### src/common/segxbar_pkg.sv
package segxbar_pkg;

    // ========================================
    // Gear encodings
    // ========================================

    // LMT width in PMTs is 2**width_gear
    // 0 gives one PMT per row, 1 gives two
    typedef logic width_gear_t;

    // LMT depth in PMT rows is 2**depth_gear, so 1 to 8 rows
    typedef logic [1:0] depth_gear_t;

    // ========================================
    // Pool sizing
    // ========================================

    // Bits held by one PMT entry, which is also the segment width
    localparam int DEF_PMT_WIDTH = 16;

    // Entries in one PMT
    localparam int DEF_PMT_DEPTH = 16;

    // Physical match tables in the pool
    localparam int DEF_NUM_PMTS = 8;

    // Widest LMT the crossbar can build, in PMTs
    // Sets the LMT key and entry width at the top level
    localparam int MAX_WIDTH_BLOCKS = 2;

endpackage

### src/common/pmt_bus_if.sv
`timescale 1ns/1ps

interface pmt_bus_if #(
    parameter int NUM_PMTS  = segxbar_pkg::DEF_NUM_PMTS,
    parameter int PMT_WIDTH = segxbar_pkg::DEF_PMT_WIDTH,
    parameter int PMT_DEPTH = segxbar_pkg::DEF_PMT_DEPTH
);

    localparam int PMT_AW = $clog2(PMT_DEPTH);

    // Write side, one enable and one segment per PMT
    logic [NUM_PMTS-1:0]                wr_en;
    logic [PMT_AW-1:0]                  wr_addr;
    logic [NUM_PMTS-1:0][PMT_WIDTH-1:0] wr_data;
    logic [NUM_PMTS-1:0][PMT_WIDTH-1:0] wr_mask;

    // Drops every entry valid bit
    logic                               clear;

    // Search side
    logic                               search_en;
    logic [NUM_PMTS-1:0][PMT_WIDTH-1:0] search_key;

    // One bit per entry, registered in the pool
    logic [NUM_PMTS-1:0][PMT_DEPTH-1:0] matchlines;

    modport xbar (
        output wr_en, wr_addr, wr_data, wr_mask,
        output clear,
        output search_en, search_key,
        input  matchlines
    );

    modport pool (
        input  wr_en, wr_addr, wr_data, wr_mask,
        input  clear,
        input  search_en, search_key,
        output matchlines
    );

endinterface

### src/pool/pmt_tcam_array.sv
`timescale 1ns/1ps

module pmt_tcam_array #(
    parameter int PMT_WIDTH = segxbar_pkg::DEF_PMT_WIDTH,
    parameter int PMT_DEPTH = segxbar_pkg::DEF_PMT_DEPTH,
    parameter int NUM_PMTS  = segxbar_pkg::DEF_NUM_PMTS
) (
    input  logic     clk,
    input  logic     rst_n,
    pmt_bus_if.pool  bus
);

    // Entry storage, one data and one care mask per entry
    logic [PMT_WIDTH-1:0]               data_mem [NUM_PMTS][PMT_DEPTH];
    logic [PMT_WIDTH-1:0]               mask_mem [NUM_PMTS][PMT_DEPTH];
    logic [NUM_PMTS-1:0][PMT_DEPTH-1:0] entry_valid;

    // ========================================
    // Write and clear
    // ========================================

    always_ff @(posedge clk or negedge rst_n) begin
        if (!rst_n) begin
            entry_valid <= '0;
        end else if (bus.clear) begin
            entry_valid <= '0;
        end else begin
            for (int p = 0; p < NUM_PMTS; p++) begin
                if (bus.wr_en[p]) begin
                    entry_valid[p][bus.wr_addr] <= 1'b1;
                end
            end
        end
    end

    always_ff @(posedge clk) begin
        for (int p = 0; p < NUM_PMTS; p++) begin
            if (bus.wr_en[p]) begin
                data_mem[p][bus.wr_addr] <= bus.wr_data[p];
                mask_mem[p][bus.wr_addr] <= bus.wr_mask[p];
            end
        end
    end

    // ========================================
    // Ternary compare
    // ========================================

    // Mask bit 1 means the bit takes part in the compare
    // Matchlines hold their last value between searches
    always_ff @(posedge clk) begin
        if (bus.search_en) begin
            for (int p = 0; p < NUM_PMTS; p++) begin
                for (int e = 0; e < PMT_DEPTH; e++) begin
                    bus.matchlines[p][e] <= entry_valid[p][e] &&
                        (((data_mem[p][e] ^ bus.search_key[p]) & mask_mem[p][e]) == '0);
                end
            end
        end
    end

    a_clear_no_write : assert property (@(posedge clk) disable iff (!rst_n)
        bus.clear |-> (bus.wr_en == '0));

endmodule

### src/flat_wrapper.sv
// flat-port wrapper written by rule: the top's interface ports become plain ports
module pmt_tcam_array_flat 
#(
    parameter int PMT_WIDTH = segxbar_pkg::DEF_PMT_WIDTH,
    parameter int PMT_DEPTH = segxbar_pkg::DEF_PMT_DEPTH,
    parameter int NUM_PMTS  = segxbar_pkg::DEF_NUM_PMTS
)
  (clk, rst_n, bus_wr_en, bus_wr_addr, bus_wr_data, bus_wr_mask, bus_clear, bus_search_en, bus_search_key, bus_matchlines);
  pmt_bus_if #(.NUM_PMTS(NUM_PMTS), .PMT_WIDTH(PMT_WIDTH), .PMT_DEPTH(PMT_DEPTH)) bus_i ();
  input  logic clk;
  input  logic rst_n;
  input wire logic [$bits(bus_i.wr_en)-1:0] bus_wr_en;
  input wire logic [$bits(bus_i.wr_addr)-1:0] bus_wr_addr;
  input wire logic [$bits(bus_i.wr_data)-1:0] bus_wr_data;
  input wire logic [$bits(bus_i.wr_mask)-1:0] bus_wr_mask;
  input wire logic [$bits(bus_i.clear)-1:0] bus_clear;
  input wire logic [$bits(bus_i.search_en)-1:0] bus_search_en;
  input wire logic [$bits(bus_i.search_key)-1:0] bus_search_key;
  output wire logic [$bits(bus_i.matchlines)-1:0] bus_matchlines;
  assign bus_i.wr_en = bus_wr_en;
  assign bus_i.wr_addr = bus_wr_addr;
  assign bus_i.wr_data = bus_wr_data;
  assign bus_i.wr_mask = bus_wr_mask;
  assign bus_i.clear = bus_clear;
  assign bus_i.search_en = bus_search_en;
  assign bus_i.search_key = bus_search_key;
  assign bus_matchlines = bus_i.matchlines;
  pmt_tcam_array #(.PMT_WIDTH(PMT_WIDTH), .PMT_DEPTH(PMT_DEPTH), .NUM_PMTS(NUM_PMTS)) u_core (.clk(clk), .rst_n(rst_n), .bus(bus_i));
endmodule
### config.mk
export PLATFORM = sky130hd
export DESIGN_NAME = pmt_tcam_array_flat
export DESIGN_NICKNAME = d
export VERILOG_FILES = /design/src/common/segxbar_pkg.sv /design/src/common/pmt_bus_if.sv /design/src/pool/pmt_tcam_array.sv /design/src/flat_wrapper.sv
export SDC_FILE = /design/constraint.sdc
export NUM_CORES = 2
export LEC_CHECK = 0
export BUFFER_PORTS_ARGS = -buffer_cell sky130_fd_sc_hd__buf_2
export CAP_MARGIN = 5
export CORE_ASPECT_RATIO = 1.4
export CORE_MARGIN = 1
export CORE_UTILIZATION = 66
export DETAILED_ROUTE_END_ITERATION = 16
export HOLD_SLACK_MARGIN = 0.05
export PLACE_DENSITY = 0.84
export SLEW_MARGIN = 20
export SYNTH_ARGS = -nofsm -noshare
export SYNTH_HDL_FRONTEND = slang
export SYNTH_SLANG_ARGS = --single-unit
### constraint.sdc
create_clock -name clk -period 3.8 [get_ports clk]
set_input_delay 0.38 -clock clk [delete_from_list [all_inputs] [get_ports clk]]
set_output_delay 0.38 -clock clk [all_outputs]
set_load 0.02 [all_outputs]
* Yosys cells after proc, flatten, opt, wreduce, memory -nomap -nowiden
Memories as Yosys holds them, arrays and structs flattened. Index checks and enable logic that the tools add are counted.
Word-level totals: input bits 400, memory bits (writable) 4096, word-level logic and storage cells 582, flip-flop bits (word level) 256, output and inout port bits 128, memories 2
Cells by class: bitwise operators 265, reductions and logical operators 266, multiplexer cells 29, magnitude comparators 4
Memory list:
- u_core.data_mem | words 8, bits a word 256, rd ports 8, clocked after memory_dff 0, write ports 8, line pmt_tcam_array.sv:14 | logic [PMT_WIDTH-1:0] data_mem [NUM_PMTS][PMT_DEPTH];
- u_core.mask_mem | words 8, bits a word 256, rd ports 8, clocked after memory_dff 0, write ports 8, line pmt_tcam_array.sv:15 | logic [PMT_WIDTH-1:0] mask_mem [NUM_PMTS][PMT_DEPTH];
Operator list (number):
- $and A16 B16 Y16 | 128
- $logic_not A16 Y1 | 128
- $mux W256 | 8
- $xor A16 B16 Y16 | 128
- $mux W16 | 9
- $logic_and A1 B1 Y1 | 130
- $mux W128 | 1
- $or A16 B16 Y16 | 8
- $demux W16 S4 | 1
- $reduce_bool A2 Y1 | 8
- $mux W1 | 9
- $ge A5 B5 Y1 const B | 1
- $lt A4 B5 Y1 const B | 1
- $lt A5 B1 Y1 const B | 1
- $not A4 Y5 | 1
- $demux W1 S4 | 1
- $ge A4 B1 Y1 const B | 1

* Longest topological paths before layout
word-level depth 7, mapped depth 6, gate-level depth less buffers 4

* Least setup slack after synthesis
Ideal clock, no wire load.
path kind input -> register, start input bus_wr_addr[1], end memory u_core.data_mem[0][1000] (netlist name) (enable), buffers on the path 1, required time 3.408 ns, path slack 1.576 ns, library setup time 0.392 ns, arrival time 1.832 ns, cell stages on the path 4, cell sequence nand2b_4 -> nor3_4 -> clkbuf_1 -> and2_1
RTL lines:
- from (decl) | line flat_wrapper.sv:13 | input wire logic [$bits(bus_i.wr_addr)-1:0] bus_wr_addr;
- to (decl) | line pmt_tcam_array.sv:14

==> results by stage <==
Placement:
- The weighted congestion reported at the end of routability-driven placement is 0.880.
- The number of buffer cells added on primary ports is 527.
- Once detailed placement completed, the half-perimeter wirelength came to between 200000 and 300000 um.
- OpenSTA, run right after detailed placement, puts the worst setup slack at 798 ps.

Clocking:
- The clock latency at the later pin of the worst-skew pair is around 920 ps.
- The H-tree was split into 5 levels.
- The total CTS buffers is between 300 and 400.
- The total clock sinks is 4352.
- The root cell of the clock tree is clkbuf_16.
- After clock tree synthesis, the clock-pin slew on the worst setup and hold paths is approximately 70 ps.
- The maximum root-to-sink buffer count is 4.
- TritonCTS built the clock tree.

Die:
- The initial standard-cell utilization of the core is 66.6%.
- The area of the die is 248000 sq um.
- In this run the vertical extent of the chip is 588 um.
- Measured along the x axis, the die boundary spans 421 um.
- The core region is 243000 sq um.
- The count of pins on the block boundary is 528.
- The number of rows in the core area is between 200 and 250.

Power and ir drop:
- In this run the static leakage power is 63.1 nW.
- Power spread over the standard cell area amounts to about 530 nW/um^2.
- In this run switching power makes up 21.6% of total power.
- The power share of the sequential group is 55.2%.
- The part of the power in combinational logic is between 5 and 6%.
- The portion of total power attributed to the clock network is about two fifths.
- The total power consumption of the routed design is approximately 98 mW.
- The analysis attributes to net switching a power of approximately 21 mW.
- The worst IR drop on VDD is 0.561 mV.
- Internal power comes to 76.7 mW.

Layout:
- After the last flow step, the layout net total stands at 9953.
- The final design utilization is 75.5%.
- The most common library cell in the layout ignoring fill and taps is edfxtp_1.
- In the layout the commonest cells are edfxtp_1 (4224), xor2_1 (2048), a22oi_1 (648).
- The area added between synthesis and finish is 13.4%.
- The share of post-route cells with drive strength above 1 is roughly 14%.

Synth:
- The cell type with the highest aggregate area in the netlist is edfxtp_1.
- The post-synthesis instance area is roughly 160000 sq um.
- Dividing the synthesized area by the synthesized cell count gives approximately 19 sq um.
- The net count of the mapped netlist is 8893.
- The number of synthesis warnings is 0.
- The count of mapped cells out of synthesis is 8493.
- Of the synthesized area, sequential elements account for 80.2%.
- The count of different cell masters after synthesis is 26.
- Yosys attributes the largest share of cell area to edfxtp_1 (78%), xor2_1 (11%), a22oi_1 (3.0%).
- The synthesized design contains 4352 register bits.
- The area share of the largest cell type after synthesis is 78.3%.

Timing:
- The worst pin sits at a relative slew slack of 21.6%.
- The sum of negative setup slack is 0 ps.
- The number of failing hold endpoints at the final stage is 0.
- The max-slew violation count is 0.
- The post-layout worst setup margin is 1030 ps.
- Setup repair after global routing left no endpoint under its margin.
- Timing would allow up to ~0.36 GHz.
- The share of the clock period used by the worst path after layout is 72.8%.
- At the pin with the least slew margin, the transition time is 1170 ps.
- Between clock sinks in the finished design, the worst skew comes to 48.5 ps.
- Setup violations remaining at the end of the flow were counted as 0.
- For the finished layout, the period the worst path requires is 2770 ps.

Critical path:
- The critical path startpoint category is a primary input.
- Measured in cells, the most critical reg-to-reg path has a length of 4.
- The worst path required time is 4300 ps.
- The flop-to-flop setup slack is 1160 ps.
- The setup path with the least slack is of type in2reg.
- Data on the critical path arrives at its endpoint at about 3300 ps.
- STA classifies the critical path endpoint as a register.
- In this run the worst path has a maximum fanout of 32.

Route:
- The average routed wire per standard cell is 33.5 um.
- After detailed routing, the number of vias per cell comes to 6.67.
- In this run the remaining antenna-violating nets after routing total 0.
- The pre-antenna-repair detailed-routing pass consisted of 8 iterations.
- After the first detailed-routing iteration, the DRC count stood at 12.5k.
- The total vias in the final route is 87.6k.
- The DRC violation count after routing is 0.
- The final layout contains routed wiring with a total length of 440000 um.

Global routing:
- The maximum number of pins on one net before global-route repair is between 50 and 60.
- The global-route wire length before repair is 613000 um.
- The number of global-route vias before repair is 88.7k.
- Summed over all layers, the global routing overflow is 0.
- The initial antenna violation count is 69.
- The global router's overall resource usage is 35.3%.

Min path:
- The worst hold path passes through 3 cells.
- The worst hold path belongs to the class in2reg.

Run status:
- The flow ran to the end, and the final reports show no timing, DRC or antenna violations.

Run:
- The tool flagged a number of max-cap violations equal to 0.
registers in the layout, indices dropped and copies added (netlist names):
signal	flops
u_core.bus.matchlines	128
u_core.data_mem	2048
u_core.mask_mem	2048
u_core.entry_valid	128
path summary, 6_finish.rpt:
| kind | to | from |
|---|---|---|
| worst max-delay path | u_core.mask_mem[1][284]$_DFFE_PP_ | bus_wr_addr[0] |
| worst min-delay path | u_core.entry_valid[19]$_DFFE_PN0P_ | bus_wr_en[1] |
| worst max register to register | u_core.bus.matchlines[119]$_DFFE_PP_ | u_core.data_mem[1][905]$_DFFE_PP_ |
| worst min register to register | u_core.entry_valid[107]$_DFFE_PN0P_ | u_core.entry_valid[107]$_DFFE_PN0P_ |
| max in group asynchronous | u_core.entry_valid[54]$_DFFE_PN0P_ | rst_n |
| min in group asynchronous | u_core.entry_valid[65]$_DFFE_PN0P_ | rst_n |
routing by layer:
| metal | GRT usage (%) | share of wire, % | vias up |
|---|---|---|---|
| met4 | 22.7 | 7.5 | 56 |
| met1 | 42.9 | 32 | 43600 |
| met5 | 0.526 | 0.12 | - |
| met2 | 56.8 | 48 | 7200 |
| met3 | 8.74 | 12 | 1805 |
| li1 | - | - | 34900 |
stage by stage:
step	area, sq um	hold WS (ps)	instances
after floorplan	162000	84.4	8493
after global placement	169000	476	12100
after detailed placement	169000	481	12200
after CTS	184000	54.8	13100
after global routing	184000	101	13100
final	184000	85.5	13100
power by group through the flow:
stage	clock network (mW)	registers [mW]	logic (mW)
6_report	38.7	54.1	5.13
5_1_grt	40.5	54.1	5.28
4_1_cts	38.6	54.0	4.99
3_5_place_dp	0	55.0	4.68
3_3_place_gp	0	55.0	4.51
2_1_floorplan	0	55.0	2.21
layout make-up:
cell class | count | area, sq um
diodes | 44 | 110
clock buffers | 486 | 10200
clock inverters | 194 | 2100
fillers | 12100 | 59600
multi-input cells | 3832 | 30400
flip-flops and latches | 4352 | 130000
well taps | 3240 | 4050
repair buffers | 990 | 6910
synthesized netlist by cell type:
master and number:
nand2_1 128, nor2_4 6, xor2_1 2048, buf_6 27, clkbuf_1 51, nand4_1 226, nor2_2 3, and2_1 128
nor4_1 1, edfxtp_1 4224, a22oi_1 648, nor2_1 136, clkbuf_2 6, a2111oi_0 98, buf_4 63, nand2_4 2
nand2b_4 4, nor3_2 1, a22o_1 158, a21oi_1 120, buf_2 162, dfrtp_1 128, a222oi_1 30, and4b_1 30
a221oi_1 60, nor3_4 5
worst max-delay path: stages:
cell and delay, ps:
dlygate4sd3_1 600, buf_2 250, nand2b_4 230, nor2_4 830
buf_4 270, and2_2 670
kinds of logic (layout without fill, tap and decap cells):
family,Yosys count,after routing,synth area share [%]
and+or+nand+nor,670,670,2.32
AOI/OAI and AO/OA,1114,1114,5.26
xor gates and xnor gates,2048,2048,11.1
other,0,44,0
DFF,4352,4352,80.2
buffers and inverters,309,1670,1.12
repair_timing:
action                                  in CTS  in global routing
hold buffers                               263                  0
endpoints found under the setup margin       0                  0
setup buffers                                0                  0
hold endpoints to repair                  4177                  0
resized for setup                            0                  0
(Power assumes the default switching activity.)
