[config.mk]
export PLATFORM = sky130hd
export DESIGN_NAME = gear_config
export DESIGN_NICKNAME = d
export VERILOG_FILES = /design/src/common/segxbar_pkg.sv /design/src/crossbar/gear_config.sv
export SDC_FILE = /design/constraint.sdc
export NUM_CORES = 1
export LEC_CHECK = 0
export BUFFER_PORTS_ARGS = -buffer_cell sky130_fd_sc_hd__buf_2
export CAP_MARGIN = 20
export CELL_PAD_IN_SITES_DETAIL_PLACEMENT = 1
export CELL_PAD_IN_SITES_GLOBAL_PLACEMENT = 2
export CORE_MARGIN = 3
export CORE_UTILIZATION = 26
export DETAILED_ROUTE_END_ITERATION = 10
export PLACE_DENSITY = 0.85
export SLEW_MARGIN = 20
export SYNTH_ARGS = -nofsm -noshare
export SYNTH_HDL_FRONTEND = slang
export SYNTH_SLANG_ARGS = --single-unit
[constraint.sdc]
create_clock -name clk -period 1.2 [get_ports clk]
set_clock_uncertainty 0.1 [all_clocks]
set_input_delay 0.24 -clock clk [delete_from_list [all_inputs] [get_ports clk]]
set_output_delay 0.24 -clock clk [all_outputs]
set_load 0.01 [all_outputs]
[src/common/segxbar_pkg.sv]
package segxbar_pkg;

    // ========================================
    // Gear encodings
    // ========================================

    // LMT width in PMTs is 2**width_gear
    // 0 gives one PMT per row, 1 gives two
    typedef logic width_gear_t;

    // LMT depth in PMT rows is 2**depth_gear, so 1 to 8 rows
    typedef logic [1:0] depth_gear_t;

    // ========================================
    // Pool sizing
    // ========================================

    // Bits held by one PMT entry, which is also the segment width
    localparam int DEF_PMT_WIDTH = 16;

    // Entries in one PMT
    localparam int DEF_PMT_DEPTH = 16;

    // Physical match tables in the pool
    localparam int DEF_NUM_PMTS = 8;

    // Widest LMT the crossbar can build, in PMTs
    // Sets the LMT key and entry width at the top level
    localparam int MAX_WIDTH_BLOCKS = 2;

endpackage

[src/crossbar/gear_config.sv]
`timescale 1ns/1ps

module gear_config #(
    parameter int NUM_PMTS = segxbar_pkg::DEF_NUM_PMTS
) (
    input  logic                      clk,
    input  logic                      rst_n,
    input  logic                      cfg_load,
    input  segxbar_pkg::width_gear_t  cfg_width_gear,
    input  segxbar_pkg::depth_gear_t  cfg_depth_gear,
    output segxbar_pkg::width_gear_t  width_gear,
    output segxbar_pkg::depth_gear_t  depth_gear,
    output logic                      cfg_error,
    output logic [NUM_PMTS-1:0]       pmt_active,
    output logic                      cfg_clear
);

    int   req_cnt;
    int   active_cnt;
    logic cfg_ok;

    // PMTs the requested shape would need
    assign req_cnt = (int'(1) << cfg_width_gear) * (int'(1) << cfg_depth_gear);
    assign cfg_ok  = (req_cnt <= NUM_PMTS);

    always_ff @(posedge clk or negedge rst_n) begin
        if (!rst_n) begin
            width_gear <= '0;
            depth_gear <= '0;
            cfg_error  <= 1'b0;
            cfg_clear  <= 1'b0;
        end else begin
            cfg_clear <= 1'b0;
            if (cfg_load) begin
                if (cfg_ok) begin
                    width_gear <= cfg_width_gear;
                    depth_gear <= cfg_depth_gear;
                    cfg_error  <= 1'b0;
                    cfg_clear  <= 1'b1;
                end else begin
                    // Old gears stay in force
                    cfg_error <= 1'b1;
                end
            end
        end
    end

    // The single LMT owns PMTs from index 0 upward
    assign active_cnt = (int'(1) << width_gear) * (int'(1) << depth_gear);

    always_comb begin
        for (int i = 0; i < NUM_PMTS; i++) begin
            pmt_active[i] = (i < active_cnt);
        end
    end

    a_active_fits : assert property (@(posedge clk) disable iff (!rst_n)
        active_cnt <= NUM_PMTS);

endmodule

# Yosys cells after proc, flatten, opt, wreduce, memory -nomap -nowiden
# Cells that the tools add are included.
[totals]
output_inout_bits = 13
in_bits = 6
register_bits = 5
word_cells = 23
[classes]
shifts = 4
n_lt_le_gt_ge = 9
multipliers = 2
n_reduce_logical = 1
mux = 3
[ops]
columns = ["cell", "n"]
rows = [
  ["4-bit by 32-bit less-than comparator with 1-bit output (first input constant)", 4],
  ["3-bit by 32-bit less-than comparator with 1-bit output (first input constant)", 2],
  ["32-bit by 32-bit multiplier with 32-bit output", 2],
  ["1-bit by 1-bit left shift with 32-bit output (first input constant)", 2],
  ["1-bit by 2-bit left shift with 32-bit output (first input constant)", 2],
  ["32-bit by 5-bit less-or-equal comparator with 1-bit output (second input constant)", 1],
  ["1-bit by 32-bit less-than comparator with 1-bit output (first input constant)", 1],
  ["2-bit by 32-bit less-than comparator with 1-bit output (first input constant)", 1],
  ["1-bit 2-to-1 mux", 3],
  ["2-bit AND reduction", 1],
]

# Logic depth before layout (Yosys ltp)
# Gate-level depths: netlist of the first run.
[logic_depth]
ltp_word = 5
ltp_mapped = 13
depth_no_buf = 13

# Worst setup path after synthesis of the first run
# No wires, ideal clock.
[synth_path]
path_type = "input -> register"
startpoint = "in cfg_width_gear"
endpoint = "reg depth_gear[0]"
setup_ps = 125
stages = 10
t_required_ps = 975
arrival_ps = 2051
slack_ps = -1076
n_path_buf = 0
cell_sequence = "nand2b_1 -> nor2_1 -> ha_1 -> inv_1 -> fa_1 -> inv_1 -> ha_1 -> nor2b_1 -> nand4_2 -> mux2_2"
[synth_via]
elab_chain_len = 4
[synth_rtl]
columns = ["element", "line", "rtl"]
rows = [
  ["from (decl)", "gear_config.sv:9", "input segxbar_pkg::width_gear_t cfg_width_gear,"],
  ["1-bit by 1-bit left shift with 32-bit output", "gear_config.sv:23", "assign req_cnt = (int'(1) << cfg_width_gear) * (int'(1) << cfg_depth_gear);"],
  ["32-bit by 32-bit multiplier with 32-bit output", "gear_config.sv:23", ""],
  ["32-bit by 5-bit less-or-equal comparator with 1-bit output", "gear_config.sv:24", "assign cfg_ok = (req_cnt <= NUM_PMTS);"],
  ["2-bit AND reduction (no source line)", "-", ""],
  ["to (signal assigned)", "gear_config.sv:37", "depth_gear <= cfg_depth_gear;"],
  ["to (decl)", "gear_config.sv:12", "output segxbar_pkg::depth_gear_t depth_gear,"],
]
# No other way between the ends.
# A chain may end at the register's enable or synchronous reset.

# Worst setup path in the final report of the first run
[layout_path]
startpoint = "in cfg_depth_gear[1]"
endpoint = "reg width_gear"
[layout_via]
elab_chain_len = 4
[layout_rtl]
columns = ["element", "line", "rtl"]
rows = [
  ["from (decl)", "gear_config.sv:10", "input segxbar_pkg::depth_gear_t cfg_depth_gear,"],
  ["1-bit by 2-bit left shift with 32-bit output", "gear_config.sv:23", ""],
  ["32-bit by 32-bit multiplier with 32-bit output", "gear_config.sv:23", ""],
  ["32-bit by 5-bit less-or-equal comparator with 1-bit output", "gear_config.sv:24", ""],
  ["2-bit AND reduction (no source line)", "-", ""],
  ["to (signal assigned)", "gear_config.sv:36", "width_gear <= cfg_width_gear;"],
  ["to (decl)", "gear_config.sv:11", "output segxbar_pkg::width_gear_t width_gear,"],
]
# No other way between the ends.

==> metrics.md, run 1 <==
| Metric | Value |
|---|---|
| Status | finished with violations |
| Failing checks | setup timing |
| CTS H-tree lvls | 1 |
| YS warnings | 0 |
| R2r worst-path depth | 3 |
| Hold Crit Class | input pin to flip-flop |
| Crit path DAT | about 2.1 ns |
| Row cnt | 14 |
| Max-Cap Viols | 0 |
| CTS tree | yes |
| Die ar. | about 0.0023 mm² |
| Initial core utilization | between 20% and 30% |
| Distinct cells, synth | 20 |
| CP Max Fanout | 4 |
| GRT Total Usage | around 14% |
| Top delay family on crit path | adder cells |
| Total power | 1182 µW |
| Clk_lat worst skew | around 0.24 ns |
| Initial antenna violation count | 0 |
| I/O pins | 19 |
| Fill count | around 180 |
| RSZ-0062 raised after global routing | yes |
| Drt total wl | 1402 µm |
| Area grow syn2layout | 82.56% |
| 1st-iter DRT viols | 4 |
| Worst path max stage delay | roughly 0.49 ns |
| DRT Pass-1 Iters | 2 |
| Crit path cell chain | buf_2, and3_4, ha_4, inv_2, fa_1, inv_2, ha_4, nor2b_4, nand4_4, mux2_4 |
| Die X | 48.03 µm |
| Hpwl dp | approximately 900 µm |
| Post-Syn Instances | 47 |
| Routed vias | 453 |
| Die height | approximately 48 µm |
| PortBufs | 17 |
| R2r startpoint | depth_gear[0] |
| Routed Antenna Nets | 0 |
| Peak VDD IR | ~0.66 mV |
| Clock sink count | 5 |
| Bufs on Longest Clock Path | 2 |
| Ant. Diodes | 0 |
| CP Launch Type | input pin |
| Critical path class | input pin to flip-flop |
| First-pass GRT wire length | between 2000 and 2500 µm |
| Layout cell share with drive strength beyond 1 | 59.52% |
| Clock slew at reported path FFs | approximately 0.050 ns |
| Layout Utilization | a little over half |
| Vias per inst | around 4.5 |
| Largest net degree at the start of global routing | 9 |
| Post-synthesis register bit count | 5 |
| Setup WS post-layout | -0.8339 ns |
| Sequential area share after synthesis | about 27% |
| Setup TNS | -5.774 ns |
| Syn Std Cell Area | roughly 460 µm² |
| Placed Area | approximately 660 µm² |
| # nets final | 100 |
| Residual DRC | 0 |
| Period utilization | 169.5% |
| Power Density | between 1000 and 1500 mW/mm² |
| Final Hold Vio Count | 0 |
| Hold Crit Start | cfg_load |
| CTS root buffer | clkbuf_4 |
| Pins Over Slew Limit | 0 |
| Slowest library cell on the worst path | fa_1 |
| Crit end category | flip-flop |
| Leading cell type in the layout, fill and taps excluded | buf_2 |
| Synth Area per Inst | a little under 10 µm² |
| RePlAce Congestion | ~0.68 |
| Core Region | roughly 0.0016 mm² |
| Most frequent cells in the layout | buf_2, buf_4, buf_6 |
| Leakage | 0.0004264 µW |
| Hold Path Depth | 2 |
| Min Tclk post-route | around 2.0 ns |
| Cts bufs inserted | 3 |
| # setup viols final | 15 |
| Wire per inst | around 14 µm |
| Aggregate global routing overflow | 0 |
| Worst-case hold path end point | cfg_error |
| Vias in the first global route | 455 |
| Setup slack, reg-to-reg | approximately 0.09 ns |
| Max Clk Rate | 491.7 MHz |
| Buf/Inv on CP | 3 |
| Final instance area | about 840 µm² |
| CP required | 1.22 ns |
| FF-to-FF End | depth_gear[0] |
synthesized netlist by cell type:
cell type,number,area (µm²)
inv_1,9,33.78
ha_1,7,87.58
dfrtp_1,5,125.1
o21a_1,5,37.54
mux2_2,3,33.78
a21o_1,2,15.01
conb_1,2,7.510
fa_1,2,40.04
a21oi_1,1,5.000
and3_1,1,6.260
and3_2,1,7.510
buf_4,1,7.510
nand2b_1,1,6.260
nand3b_1,1,7.510
nand4_2,1,12.51
nor2_1,1,3.750
nor2b_1,1,6.260
o21ai_0,1,5.000
o21ai_1,1,5.000
or3_1,1,6.260
stage by stage:
step	hold WS (ns)	setup WS, ns	std cells
floorplan	-0.1556	-1.043	48
global placement	-0.04442	-1.252	91
detailed placement	-0.03937	-1.279	91
CTS	0.1495	-0.9698	97
global route	0.1584	-0.8891	100
finish	0.1619	-0.8339	100
routing by layer:
layer  vias to the layer above  global-route usage (%)  share of wire [%]  wire length [µm]
li1                        226                       -                  -                 -
met1                       215                   15.25                 41               572
met2                        10                   24.01                 54               759
met3                         2                   6.767                4.6                64
met4                         0                   3.226               0.43                 6
met5                         -                       0                  0                 0
power by group:
part / switching (µW) / total [µW] / leakage [µW] / internal, µW
sequential: 31.8 / 245 / 0.0000592 / 214
clock: 70.0 / 196 / 0.0000150 / 126
combinational: 327 / 741 / 0.000352 / 414
what timing repair did:
| action | CTS | global route |
|---|---|---|
| setup endpoints to repair | 15 | 15 |
| pin swaps | 8 | 8 |
| resized for setup | 12 | 12 |
| hold endpoints to repair | 5 | 0 |
| gates cloned | 0 | 0 |
| buffers inserted | 1 | 3 |
| hold buffers | 1 | 0 |
worst max-delay path by stage:
stage,start,end,slack [ns],cells after the start
2_1_floorplan,cfg_width_gear,depth_gear[0],-1.04,10
3_3_place_gp,cfg_width_gear,depth_gear[0],-1.25,11
3_5_place_dp,cfg_width_gear,depth_gear[0],-1.28,11
4_1_cts,cfg_width_gear,width_gear,-0.97,11
5_1_grt,cfg_depth_gear[1],width_gear,-0.89,10
6_report,cfg_depth_gear[1],width_gear,-0.83,10
layout make-up:
cell class / count / area [µm²] / share of cell area [%]
multi-input combinational: 33 / 369.1 / 44.03
timing repair buffer: 33 / 261.5 / 31.19
sequential: 5 / 125.1 / 14.93
inverter: 9 / 36.28 / 4.328
clock buffer: 4 / 26.28 / 3.134
tap: 16 / 20.02 / 2.388
worst reg2reg max path, stage by stage (launching register included):
cell     delay [ns]
dfrtp_1        0.39
buf_6          0.14
buf_6          0.12
mux2_4         0.25
sequential cells by signal (all words and copies together), names as in the netlist:
name and cells:
cfg_clear 1, cfg_error 1, width_gear 1, depth_gear 2
logic make-up after synthesis:
group / share of synthesized area [%]
fa+ha+maj: 27.79
simple gates: 12.27
other cells: 1.635
buf+inv: 8.992
compound gates: 14.71
flops: 27.25
mux: 7.356
Power figures use the tool's default switching activity.
==> inputs of run 2 (changes only) <==
- MAX_ROUTING_LAYER: unset -> met4
==> run 2 against run 1 <==
The run still ends with setup timing left. Worst setup slack got worse by 0.0010 ns. Sequential power is essentially flat. Sequential share of layout area did not move. Cell count stayed put. Critical path type unchanged. Critical endpoint unchanged.
==> metrics.md, run 2 (synthesis results as in run 1) <==
| Metric | Value |
|---|---|
| Status | finished with violations |
| Failing checks | setup timing |
| Hold Crit Start | cfg_load |
| Largest net degree at the start of global routing | 9 |
| Placed Area | approximately 660 µm² |
| Worst hold slack | around 0.16 ns |
| RSZ-0062 raised after global routing | yes |
| CTS H-tree lvls | 1 |
| Critical path class | input pin to flip-flop |
| Sequential power share | around a fifth |
| Crit end category | flip-flop |
| Clock sink count | 5 |
| Drt total wl | approximately 1400 µm |
| Wire per inst | about 14 µm |
| CTS tree | yes |
| Routed vias | 450 |
| Max reg flops | 2 |
| Die X | between 40 and 50 µm |
| Routed Antenna Nets | 0 |
| Hold Crit Class | input pin to flip-flop |
| Clock slew at reported path FFs | 0.05 ns |
| Max Clk Rate | 491.4 MHz |
| PortBufs | 17 |
| CTS root buffer | clkbuf_4 |
| Setup WS post-layout | -0.8349 ns |
| Initial core utilization | between 20 and 30% |
| R2r startpoint | depth_gear[0] |
| Sw frac | 36.10% |
| Power Density | approximately 1400 mW/mm² |
| Cell-internal power | roughly 750 µW |
| CP Launch Point | cfg_depth_gear[1] |
| Most frequent cells in the layout | buf_2, buf_4, buf_6 |
| Total power | 1179 µW |
| Die height | between 40 and 50 µm |
| RePlAce Congestion | ~0.69 |
| Area grow syn2layout | 82.56% |
| Core Region | approximately 0.0016 mm² |
| Residual DRC | 0 |
| Top reg by flops | depth_gear |
| Layout cell share with drive strength beyond 1 | between 50% and 60% |
| Vias per inst | about 4.5 |
| CP required | roughly 1.2 ns |
| First-pass GRT wire length | just over 2000 µm |
| Clock power frac | approximately 17% |
| CP Max Fanout | 4 |
| Sw Pwr | 425.8 µW |
| Ant. Diodes | 0 |
| GRT Total Usage | between 10 and 15% |
| Final Hold Vio Count | 0 |
| Initial antenna violation count | 0 |
| CP Launch Type | input pin |
| Period utilization | 169.6% |
| Row cnt | 14 |
| Aggregate global routing overflow | 0 |
| # setup viols final | 15 |
| Min Tclk post-route | slightly above 2 ns |
| Pins Over Slew Limit | 0 |
| Crit path DAT | 2.05 ns |
| Final instance area | approximately 840 µm² |
| # nets final | 100 |
| Vias in the first global route | 456 |
| 1st-iter DRT viols | 1 |
| Hpwl dp | about 900 µm |
| Max-Cap Viols | 0 |
| Comb pwr share | ~63% |
| Peak VDD IR | roughly 0.66 mV |
| Leakage | around 0.00043 µW |
| DRT Pass-1 Iters | 2 |
| DP Worst Slack | -1.279 ns |
| Leading cell type in the layout, fill and taps excluded | buf_2 |
| Cts bufs inserted | 3 |
| Clk_lat worst skew | roughly 0.24 ns |
| Bufs on Longest Clock Path | 2 |
| I/O pins | 19 |
| Die ar. | 0.002306 mm² |
run 2: final timing paths:
path                                       to  depth (start not counted)  slack, ns
max in group asynchronous       depth_gear[1]                          2       0.61
worst max-delay path               width_gear                         10      -0.83
worst min-delay path                cfg_error                          2       0.16
min in group asynchronous           cfg_error                          2       0.25
worst min register to register      cfg_error                          1       0.37
worst max register to register  depth_gear[0]                          3       0.09
run 2: worst max-delay path, cell delays in order:
cell     delay [ns]
buf_2          0.13
and3_4         0.20
ha_4           0.13
inv_2          0.03
fa_1           0.49
inv_2          0.05
ha_4           0.21
nor2b_4        0.12
nand4_4        0.12
mux2_4         0.32
run 2: cell type report:
class,instances,area (µm²)
fillers,184,738.2
inverters,9,36.28
flip-flops and latches,5,125.1
clock buffers,4,26.28
repair buffers,33,261.5
well taps,16,20.02
multi-input cells,33,369.1
run 2: power by group through the flow:
stage	sequential [µW]	clock, µW	combinational (µW)
finish	245	196	738
global route	253	222	804
CTS	241	206	647
detailed placement	237	0	540
global placement	236	0	529
floorplan	300	0	220
run 2: through the flow:
stage | std cells | TNS [ns] | util (%)
finish | 100 | -5.761 | 53.17
global placement | 91 | -5.985 | 41.67
detailed placement | 91 | -6.139 | 41.67
global route | 100 | -6.624 | 53.17
floorplan | 48 | -4.707 | -
CTS | 97 | -6.201 | 47.86
run 2: repair_timing:
item	in CTS	in global routing
endpoints found under the hold margin	5	0
pin swaps	8	8
hold buffers	1	0
setup endpoints to repair	15	15
gates resized for setup	12	12
setup buffers	1	3
run 2: per-layer routing:
layer	part of all wire (%)	global-route usage (%)	up-vias
li1	-	-	226
met1	41	15.25	214
met2	55	24.01	10
met3	4.5	6.767	0
met4	0	3.226	0
met5	0	-	-
